==> config.mk <==
export PLATFORM = sky130hd
export DESIGN_NAME = tilemap_render
export DESIGN_NICKNAME = d
export VERILOG_FILES = /design/src/tilemap_pkg.sv /design/src/stage_if.sv /design/src/tile_scan.sv /design/src/tile_rom_fetch.sv /design/src/tile_pixel_out.sv /design/src/tilemap_render.sv
export SDC_FILE = /design/constraint.sdc
export NUM_CORES = 1
export LEC_CHECK = 0
export BUFFER_PORTS_ARGS = -buffer_cell sky130_fd_sc_hd__buf_2
export CORE_UTILIZATION = 30
export DETAILED_ROUTE_END_ITERATION = 12
export HOLD_SLACK_MARGIN = 0.03
export PLACE_DENSITY = 0.48
export SLEW_MARGIN = 15
export SYNTH_ARGS = -nofsm -noshare
export SYNTH_HDL_FRONTEND = slang
export SYNTH_SLANG_ARGS = --single-unit
==> constraint.sdc <==
create_clock -name clk -period 6.94 [get_ports clk]
set_input_delay 0.347 -clock clk [delete_from_list [all_inputs] [get_ports clk]]
set_output_delay 0.347 -clock clk [all_outputs]
set_load 0.01 [all_outputs]
==> src/tilemap_pkg.sv <==
`default_nettype none

package tilemap_pkg;

    localparam int line_pixels     = 448;   // visible pixels per line
    localparam int tile_fifo_depth = 2;     // also the sender's credits after reset
    localparam int ptr_w           = $clog2(tile_fifo_depth);
    localparam int cnt_w           = $clog2(tile_fifo_depth + 1);

    // rom region, placed in rom_addr[22:20]
    localparam logic [2:0] rom_id_8  = 3'd1;
    localparam logic [2:0] rom_id_16 = 3'd2;
    localparam logic [2:0] rom_id_32 = 3'd3;

    // tile_scan states
    localparam logic [2:0] scan_idle  = 3'd0;
    localparam logic [2:0] scan_addr  = 3'd1;   // put the code address on vram
    localparam logic [2:0] scan_code  = 3'd2;
    localparam logic [2:0] scan_attr  = 3'd3;
    localparam logic [2:0] scan_send  = 3'd4;   // waiting for a credit
    localparam logic [2:0] scan_drain = 3'd5;   // waiting for all credits to come back

    // rom offset inside a region, the layout depends on the tile size
    typedef union packed {
        struct packed {
            logic        zero;
            logic [15:0] code;
            logic [2:0]  row;
        } t8;
        struct packed {
            logic [15:0] code;
            logic [3:0]  row;
        } t16;
        struct packed {
            logic [13:0] code;
            logic [4:0]  row;
            logic        col;   // left or right 16 pixels of the tile
        } t32;
    } rom_addr_u;

endpackage

`default_nettype wire

==> src/stage_if.sv <==
`timescale 1ns/10ps
`default_nettype none

// one tile per valid, scan to rom fetch
interface tile_if;
    logic        valid;
    logic [15:0] code;
    logic [4:0]  pal;
    logic        hflip;
    logic        vflip;
    logic [4:0]  row;     // line inside the tile, vflip not applied yet
    logic        last;    // final tile of the line
    logic        credit;  // pulses once per FIFO pop

    modport src (
        output valid, code, pal, hflip, vflip, row, last,
        input  credit
    );
    modport dst (
        input  valid, code, pal, hflip, vflip, row, last,
        output credit
    );
endinterface

// one planar word (8 pixels) per valid, rom fetch to pixel output
interface pix_if;
    logic        valid;
    logic [31:0] data;
    logic [4:0]  pal;
    logic        hflip;
    logic        last;    // final word of the line
    logic        credit;

    modport src (output valid, data, pal, hflip, last, input credit);
    modport dst (input valid, data, pal, hflip, last, output credit);
endinterface

`default_nettype wire

==> src/tile_scan.sv <==
`timescale 1ns/10ps
`default_nettype none

module tile_scan (
    input  logic        clk,
    input  logic        rst,
    input  logic [8:0]  vrender,
    input  logic [2:0]  size,       // one-hot, bit 0 = 8x8, bit 1 = 16x16, bit 2 = 32x32
    input  logic [15:0] vram_base,
    input  logic [15:0] hpos,
    input  logic [15:0] vpos,
    input  logic        start,
    output logic [17:1] vram_addr,
    output logic        vram_cs,
    input  logic [15:0] vram_data,
    input  logic        vram_ok,
    tile_if.src         tile,
    output logic        busy
);

    logic [2:0]  st;
    logic [10:0] vn;
    logic [10:0] hn;           // left column of the current tile
    logic [5:0]  tiles_left;
    logic [tilemap_pkg::cnt_w-1:0] credits;
    logic [11:0] idx;
    logic [4:0]  fine;
    logic [5:0]  ntiles;
    logic        send;

    // map index, same packing as the original chip
    always_comb begin
        case (size)
            3'b001:  idx = {vn[8], hn[8:3], vn[7:3]};
            3'b010:  idx = {vn[9:8], hn[9:4], vn[7:4]};
            default: idx = {vn[10:8], hn[10:5], vn[7:5]};
        endcase
    end

    always_comb begin
        if (size[0]) begin
            fine   = {2'd0, hpos[2:0]};
            ntiles = 6'(tilemap_pkg::line_pixels / 8);
        end else if (size[1]) begin
            fine   = {1'b0, hpos[3:0]};
            ntiles = 6'(tilemap_pkg::line_pixels / 16);
        end else begin
            fine   = hpos[4:0];
            ntiles = 6'(tilemap_pkg::line_pixels / 32);
        end
        ntiles = ntiles + {5'd0, fine != 5'd0};   // a partial tile on the left
    end

    assign send = ((st == tilemap_pkg::scan_attr && vram_ok) || st == tilemap_pkg::scan_send)
                  && credits != '0;
    assign busy = st != tilemap_pkg::scan_idle;

    always_ff @(posedge clk or posedge rst) begin
        if (rst) begin
            st         <= tilemap_pkg::scan_idle;
            vram_cs    <= 1'b0;
            tile.valid <= 1'b0;
            credits    <= (tilemap_pkg::cnt_w)'(tilemap_pkg::tile_fifo_depth);
        end else begin
            tile.valid <= send;
            credits    <= credits + (tilemap_pkg::cnt_w)'(tile.credit)
                          - (tilemap_pkg::cnt_w)'(send);
            case (st)
                tilemap_pkg::scan_idle: if (start) st <= tilemap_pkg::scan_addr;
                tilemap_pkg::scan_addr: begin
                    vram_cs <= 1'b1;
                    st      <= tilemap_pkg::scan_code;
                end
                tilemap_pkg::scan_code: if (vram_ok) st <= tilemap_pkg::scan_attr;
                tilemap_pkg::scan_attr: if (vram_ok) begin
                    vram_cs <= 1'b0;
                    if (!send)
                        st <= tilemap_pkg::scan_send;
                    else
                        st <= tiles_left == 6'd1 ? tilemap_pkg::scan_drain
                                                 : tilemap_pkg::scan_addr;
                end
                tilemap_pkg::scan_send: if (send)
                    st <= tiles_left == 6'd1 ? tilemap_pkg::scan_drain : tilemap_pkg::scan_addr;
                tilemap_pkg::scan_drain:
                    if (credits == (tilemap_pkg::cnt_w)'(tilemap_pkg::tile_fifo_depth))
                        st <= tilemap_pkg::scan_idle;
                default: st <= tilemap_pkg::scan_idle;
            endcase
        end
    end

    always_ff @(posedge clk) begin
        if (st == tilemap_pkg::scan_idle && start) begin
            vn         <= vpos[10:0] + {2'd0, vrender};
            hn         <= hpos[10:0] - {6'd0, fine};   // clear the fine bits
            tiles_left <= ntiles;
        end
        if (st == tilemap_pkg::scan_addr)
            vram_addr <= {vram_base[9:1], 8'd0} + {4'd0, idx, 1'b0};
        if (st == tilemap_pkg::scan_code && vram_ok) begin
            tile.code    <= vram_data;
            vram_addr[1] <= 1'b1;   // attribute is the next word
        end
        if (st == tilemap_pkg::scan_attr && vram_ok) begin
            tile.vflip <= vram_data[6];
            tile.hflip <= vram_data[5];
            tile.pal   <= vram_data[4:0];
            tile.row   <= vn[4:0];
            tile.last  <= tiles_left == 6'd1;
            hn         <= hn + (size[0] ? 11'd8 : (size[1] ? 11'd16 : 11'd32));
        end
        if (send)
            tiles_left <= tiles_left - 6'd1;
    end

    a_size_onehot: assert property (@(posedge clk) disable iff (rst)
        start && st == tilemap_pkg::scan_idle |-> $onehot(size))
        else $error("line started with a tile size that is not one-hot");

endmodule

`default_nettype wire

==> src/tile_rom_fetch.sv <==
`timescale 1ns/10ps
`default_nettype none

module tile_rom_fetch (
    input  logic        clk,
    input  logic        rst,
    input  logic [2:0]  size,
    tile_if.dst         tile,
    pix_if.src          pix,
    output logic [22:0] rom_addr,
    output logic        rom_half,
    output logic        rom_cs,
    input  logic [31:0] rom_data,
    input  logic        rom_ok
);

    logic [28:0] fifo [tilemap_pkg::tile_fifo_depth];
    logic [tilemap_pkg::ptr_w-1:0] wp, rp;
    logic [tilemap_pkg::cnt_w-1:0] used, credits;
    logic        active;       // a tile is being read out
    logic [1:0]  word;         // read number inside the tile
    logic        hf, tlast;
    logic [4:0]  pal;
    logic        pop, got, final_word;
    logic [15:0] h_code;
    logic [4:0]  h_pal, h_row;
    logic        h_hf, h_vf, h_last;
    logic [2:0]  rid;
    tilemap_pkg::rom_addr_u off, off_nxt;

    assign {h_code, h_pal, h_hf, h_vf, h_row, h_last} = fifo[rp];

    // a tile is only started with a word slot free downstream
    assign pop = !active && used != '0 && credits != '0;
    assign got = rom_cs && rom_ok;
    assign final_word = size[0] ? word == 2'd0 : (size[1] ? word == 2'd1 : word == 2'd3);
    assign rom_addr = {rid, off};

    always_comb begin
        off_nxt = '0;
        case (size)
            3'b001: begin
                rid              = tilemap_pkg::rom_id_8;
                off_nxt.t8.code  = h_code;
                off_nxt.t8.row   = h_row[2:0] ^ {3{h_vf}};
            end
            3'b010: begin
                rid              = tilemap_pkg::rom_id_16;
                off_nxt.t16.code = h_code;
                off_nxt.t16.row  = h_row[3:0] ^ {4{h_vf}};
            end
            default: begin
                rid              = tilemap_pkg::rom_id_32;
                off_nxt.t32.code = h_code[13:0];
                off_nxt.t32.row  = h_row ^ {5{h_vf}};
                off_nxt.t32.col  = h_hf;   // mirrored tiles start on the right half
            end
        endcase
    end

    always_ff @(posedge clk or posedge rst) begin
        if (rst) begin
            wp          <= '0;
            rp          <= '0;
            used        <= '0;
            credits     <= (tilemap_pkg::cnt_w)'(tilemap_pkg::tile_fifo_depth);
            active      <= 1'b0;
            rom_cs      <= 1'b0;
            pix.valid   <= 1'b0;
            tile.credit <= 1'b0;
        end else begin
            tile.credit <= pop;
            pix.valid   <= got;
            used        <= used + (tilemap_pkg::cnt_w)'(tile.valid)
                           - (tilemap_pkg::cnt_w)'(pop);
            credits     <= credits + (tilemap_pkg::cnt_w)'(pix.credit)
                           - (tilemap_pkg::cnt_w)'(got);
            if (tile.valid)
                wp <= wp + 1'b1;
            if (pop) begin
                rp     <= rp + 1'b1;
                active <= 1'b1;
                rom_cs <= 1'b1;
            end else if (got) begin
                rom_cs <= 1'b0;
                if (final_word)
                    active <= 1'b0;
            end else if (active && !rom_cs && credits != '0) begin
                rom_cs <= 1'b1;   // next word of the same tile
            end
        end
    end

    always_ff @(posedge clk) begin
        if (tile.valid)
            fifo[wp] <= {tile.code, tile.pal, tile.hflip, tile.vflip, tile.row, tile.last};
        if (pop) begin
            off      <= off_nxt;
            rom_half <= h_hf;
            word     <= 2'd0;
            hf       <= h_hf;
            pal      <= h_pal;
            tlast    <= h_last;
        end else if (got) begin
            rom_half <= ~rom_half;
            word     <= word + 2'd1;
            if (size[2] && word[0])
                off.t32.col <= ~off.t32.col;   // every second read
        end
        if (got) begin
            pix.data  <= rom_data;
            pix.pal   <= pal;
            pix.hflip <= hf;
            pix.last  <= tlast && final_word;
        end
    end

    // the slot downstream stays reserved for the whole request
    a_cs_credit: assert property (@(posedge clk) disable iff (rst)
        rom_cs |-> credits != '0)
        else $error("rom read outstanding without a pixel credit");

    a_addr_hold: assert property (@(posedge clk) disable iff (rst)
        rom_cs && !rom_ok |=> rom_cs && $stable(rom_addr) && $stable(rom_half))
        else $error("rom request changed before rom_ok");

endmodule

`default_nettype wire

==> src/tile_pixel_out.sv <==
`timescale 1ns/10ps
`default_nettype none

module tile_pixel_out (
    input  logic        clk,
    input  logic        rst,
    input  logic        start,
    input  logic [15:0] hpos,
    input  logic [2:0]  size,
    pix_if.dst          pix,
    output logic [8:0]  buf_addr,
    output logic [8:0]  buf_data,
    output logic        buf_wr,
    output logic        done
);

    logic [38:0] fifo [tilemap_pkg::tile_fifo_depth];
    logic [tilemap_pkg::ptr_w-1:0] wp, rp;
    logic [tilemap_pkg::cnt_w-1:0] used;
    logic [31:0] sh;           // word being shifted out
    logic [4:0]  pal;
    logic        hf, cur_last;
    logic [3:0]  px_left;
    logic [8:0]  wa;
    logic        wr_on, past_end;
    logic        pop, emit;
    logic [4:0]  fine;
    logic [31:0] h_data;
    logic [4:0]  h_pal;
    logic        h_hf, h_last;
    logic [3:0]  colour;

    assign {h_data, h_pal, h_hf, h_last} = fifo[rp];
    assign emit   = px_left != 4'd0;
    assign pop    = used != '0 && px_left <= 4'd1;   // next word follows without a gap
    assign colour = hf ? {sh[24], sh[16], sh[8], sh[0]} : {sh[31], sh[23], sh[15], sh[7]};
    assign fine   = size[0] ? {2'd0, hpos[2:0]} : (size[1] ? {1'b0, hpos[3:0]} : hpos[4:0]);

    always_ff @(posedge clk or posedge rst) begin
        if (rst) begin
            wp         <= '0;
            rp         <= '0;
            used       <= '0;
            px_left    <= 4'd0;
            wr_on      <= 1'b0;
            past_end   <= 1'b0;
            buf_wr     <= 1'b0;
            done       <= 1'b0;
            pix.credit <= 1'b0;
        end else begin
            pix.credit <= pop;
            used       <= used + (tilemap_pkg::cnt_w)'(pix.valid)
                          - (tilemap_pkg::cnt_w)'(pop);
            if (pix.valid)
                wp <= wp + 1'b1;
            if (pop) begin
                rp      <= rp + 1'b1;
                px_left <= 4'd8;
            end else if (emit) begin
                px_left <= px_left - 4'd1;
            end
            buf_wr <= emit && wr_on;
            done   <= emit && px_left == 4'd1 && cur_last;
            if (start)
                wr_on <= 1'b1;
            else if (emit && wa == 9'(tilemap_pkg::line_pixels - 1))
                wr_on <= 1'b0;   // rest of the line is dropped
            if (start)
                past_end <= 1'b0;
            else if (buf_wr && buf_addr == 9'(tilemap_pkg::line_pixels - 1))
                past_end <= 1'b1;
        end
    end

    always_ff @(posedge clk) begin
        if (pix.valid)
            fifo[wp] <= {pix.data, pix.pal, pix.hflip, pix.last};
        if (start)
            wa <= 9'd0 - {4'd0, fine};   // partial tile lands off screen
        else if (emit)
            wa <= wa + 9'd1;
        if (pop) begin
            sh       <= h_data;
            pal      <= h_pal;
            hf       <= h_hf;
            cur_last <= h_last;
        end else if (emit) begin
            sh <= hf ? sh >> 1 : sh << 1;
        end
        buf_addr <= wa;
        buf_data <= {pal, colour};
    end

    a_no_late_write: assert property (@(posedge clk) disable iff (rst)
        past_end |-> !buf_wr)
        else $error("line buffer written after the last visible pixel");

endmodule

`default_nettype wire

==> src/tilemap_render.sv <==
`timescale 1ns/10ps
`default_nettype none

module tilemap_render (
    input  logic        rst,
    input  logic        clk,
    input  logic [8:0]  vrender,    // line being rendered
    input  logic [2:0]  size,       // one-hot tile size
    input  logic [15:0] vram_base,
    input  logic [15:0] hpos,
    input  logic [15:0] vpos,
    input  logic        start,
    output logic        done,
    output logic [17:1] vram_addr,
    output logic        vram_cs,
    input  logic [15:0] vram_data,
    input  logic        vram_ok,
    output logic [22:0] rom_addr,
    output logic        rom_half,
    output logic        rom_cs,
    input  logic [31:0] rom_data,
    input  logic        rom_ok,
    output logic [8:0]  buf_addr,
    output logic [8:0]  buf_data,
    output logic        buf_wr
);

    logic busy;
    logic start_ok;

    tile_if tile_ch ();
    pix_if  pix_ch ();

    assign start_ok = start && !busy;   // a start during a line is ignored

    tile_scan u_scan (
        .clk       (clk),
        .rst       (rst),
        .vrender   (vrender),
        .size      (size),
        .vram_base (vram_base),
        .hpos      (hpos),
        .vpos      (vpos),
        .start     (start_ok),
        .vram_addr (vram_addr),
        .vram_cs   (vram_cs),
        .vram_data (vram_data),
        .vram_ok   (vram_ok),
        .tile      (tile_ch),
        .busy      (busy)
    );

    tile_rom_fetch u_fetch (
        .clk      (clk),
        .rst      (rst),
        .size     (size),
        .tile     (tile_ch),
        .pix      (pix_ch),
        .rom_addr (rom_addr),
        .rom_half (rom_half),
        .rom_cs   (rom_cs),
        .rom_data (rom_data),
        .rom_ok   (rom_ok)
    );

    tile_pixel_out u_pixel (
        .clk      (clk),
        .rst      (rst),
        .start    (start_ok),
        .hpos     (hpos),
        .size     (size),
        .pix      (pix_ch),
        .buf_addr (buf_addr),
        .buf_data (buf_data),
        .buf_wr   (buf_wr),
        .done     (done)
    );

endmodule

`default_nettype wire

==> reports/qor.yml <==
tightest_slew_ns: 1.089
hold_class: "in -> reg"
gr-total-overflow: 0
clk_pin_slew_worst_paths_ns: 0.05
power_density_nw_per_um2: 419.0
crit_family: "simple AND/OR/NAND/NOR gates"
max-cap-violations: 0
pwr-share-comb_pct: 23.5
synthCells: 994
crit_path_cell_trace: "buf_2, nor3b_4, inv_2, and3_1, a221o_1, ha_1, nand3_1, a21boi_1, nor3_1, or3b_1, xnor2_1"
arrival_ns: 3.43
hold_buffers: 50
setup_violations: 0
path_max_fanout: 19
viasPerCell: 4.378
drive_gt1_share_pct: 22.23
p_clk_share_pct: 29.7
stdcell_count: 1920
cts.htree.levels: 2
grt_pass1_vias: 8725
synth_edf_count: 321
grt_max_degree: 67
place_hpwl_um: 19440
cts_buffers: 43
synth_compound_area_share_pct: 7.361
initial_core_util_pct: 30.60
coreArea_um2: 49150
clock_latency_ns: 0.55
synthTopCellsByArea: "edfxtp_1 (64%), dfrtp_1 (4.5%), mux2i_1 (3.3%)"
synth_top_area_share_pct: 64.08
cts_tree: "done"
fp.dieH_um: 225.9
critPathMaxStageDelay_ns: 0.75
num_rows: 81
synth_xor_area_share_pct: 3.493
yosysTopAreaCell: "edfxtp_1"
drc: 0
fin_crit_ns: 3.133
clockBufferDepth: 3
cts_setup_buffers: 0
fmax_mhz: 319.2
synth_most_common_cell: "edfxtp_1"
critical_path_class: "in -> reg"
wirelength_um: 30520
slew_headroom_pct: 27.41
synth-simple-area-share_pct: 6.829
internal_power_uw: 5489
grt_antenna_before_repair: 1
synth-adder-area-share_pct: 3.393
portBuffers: 157
end_kind: "flop"
vias: 8406
sequentialPowerShare_pct: 46.9
syn-num-nets: 1146
finalCritPeriodShare_pct: 45.15
dieWidth_um: 225.9
dieArea_um2: 51040
post-route-util_pct: 37.79
cp.required_ns: 7.24
dp.cells: 1790
cp_slowest_cell: "nor3b_4"
vdd_ir_drop_max_uv: 209.6
worst-path-buf-inv: 2
finalClockSkew_ns: 0.009926
synth_mux_area_share_pct: 4.916
synth_top_family_by_area: "compound AO/OA/AOI/OAI gates"
nNetsFinal: 1373
rsz0062_at_grt: "false"
gp_congestion: 0.7304
swShare_pct: 29.47
cts.sinks: 371
syn_area_um2: 15040
synth.avg_cell_area_um2: 15.13
startpoint_type: "input port"
switchingPower_uw: 2294
ys_types: 61
synth_seq_cells: 371
ctsResizeCount: 0
ioPinCount: 176
wl_per_cell_um: 15.89
synth_common_cells: "edfxtp_1 (321), nand2_1 (81), mux2i_1 (50)"
drt_iter0_drc: 334
areaGrowthSynthToFinish_pct: 23.46
hold_violations: 0
cts-root-buf: "clkbuf_16"
drv_slew: 0
ant_nets: 0
track_usage_pct: 12.09
synth.yosys.seq_area_share_pct: 71.71
synth-async-reset-ratio_pct: 7.817
dr.pass1.iters: 4
grt_pass1_wl_um: 47440
synthFlopType: "edfxtp_1"
synth_warnings: 0
power_leakage_uw: 0.006969
status: "complete, no violations"
final.setup.tns_ns: 0
[placed cells by master, fill, tap and decap left out, drive strengths merged, types with 2 or more instances in the layout]
cell / count
o221ai: 10
nor2b: 39
nor3b: 6
a221o: 2
ha: 36
a21oi: 47
buf: 171
a21boi: 5
o31ai: 2
a21o: 6
clkinv: 9
nor2: 34
o22a: 2
xor2: 20
nor3: 11
and2: 5
and3: 2
dlygate4sd3: 50
nand2: 81
xnor2: 40
o22ai: 4
nand3: 14
dfstp: 2
dfxtp: 21
inv: 40
mux2: 20
dfrtp: 27
nand3b: 3
fa: 3
edfxtp: 321
bufinv: 4
a211oi: 31
o211ai: 2
o21ai: 35
o21a: 4
a22oi: 14
clkbuf: 64
mux2i: 51
[stage by stage]
stage	hold WS, ns	cell area (µm²)	setup slack, ns	total power (µW)
2_1_floorplan	0.3233	15040	4.037	4895
3_3_place_gp	0.3290	16600	3.237	5514
3_5_place_dp	0.3269	16600	3.206	5545
4_1_cts	0.05483	18570	3.814	7937
5_1_grt	0.07011	18570	3.609	8268
6_report	0.09477	18570	3.807	7783
[sequential cells by signal, summed over array words and instances (netlist names), 6 cells and up]
name,flops
u_pixel.fifo,78
u_fetch.fifo,58
u_fetch.pix.data,32
u_pixel.sh,32
u_fetch.off,20
u_scan.vram_addr,17
u_scan.tile.code,16
u_scan.vn,11
u_pixel.buf_addr,9
u_pixel.buf_data,9
u_pixel.wa,9
u_scan.hn,8
u_scan.tiles_left,6
[power by group through the flow]
stage | logic, µW | registers [µW] | clock network, µW
floorplan | 1270 | 3620 | 0
global placement | 1830 | 3680 | 0
detailed placement | 1850 | 3700 | 0
CTS | 1880 | 3660 | 2390
global route | 2060 | 3730 | 2480
finish | 1830 | 3650 | 2310
[final timing paths]
path                           startpoint              endpoint  slack, ns  depth (start not counted)
min in group asynchronous             rst            u_pixel.rp       0.48                          4
min reg2reg                u_pixel.pal[3]   u_pixel.buf_data[7]       0.34                          0
min                          vram_base[9]  u_scan.vram_addr[17]       0.09                          2
max reg2reg                  u_scan.st[0]     u_scan.credits[1]       4.33                          9
max in group asynchronous             rst     u_scan.credits[1]       6.13                          4
max                               size[0]  u_scan.vram_addr[16]       3.81                         11
[layer usage]
| layer | up-vias | share of wire [%] | global-route usage (%) | routed length (µm) |
|---|---|---|---|---|
| met2 | 180 | 47 | 19.59 | 14230 |
| met5 | - | 0 | 0 | 0 |
| met3 | 59 | 5.8 | 3.435 | 1777 |
| li1 | 4170 | - | - | - |
| met1 | 3997 | 44 | 15.07 | 13560 |
| met4 | 0 | 3.1 | 5.025 | 949 |
[worst register-to-register path, cell delays in order (launching register included)]
cell and delay [ns]:
dfrtp_1 0.58, nand4b_4 0.31, inv_2 0.46, o22ai_2 0.27, inv_1 0.20, ha_1 0.25, inv_1 0.06, ha_1 0.15
xnor2_1 0.13, xnor2_1 0.14
[kinds of logic after synthesis]
kind of cell	Yosys count
fa+ha+maj	39
flops	371
xor+xnor	60
buf+inv	78
compound gates	171
mux	71
simple gates	203
other cells	1
[layout make-up]
cell class | count | area, µm²
inverter | 39 | 146.4
fill | 4670 | 30580
sequential | 371 | 10790
tap | 664 | 830.8
antenna | 1 | 2.502
multi-input combinational | 545 | 3948
clock buffer | 64 | 1289
clock inverter | 15 | 176.4
timing repair buffer | 221 | 1391
No activity file was read; power rests on OpenSTA's default activity.
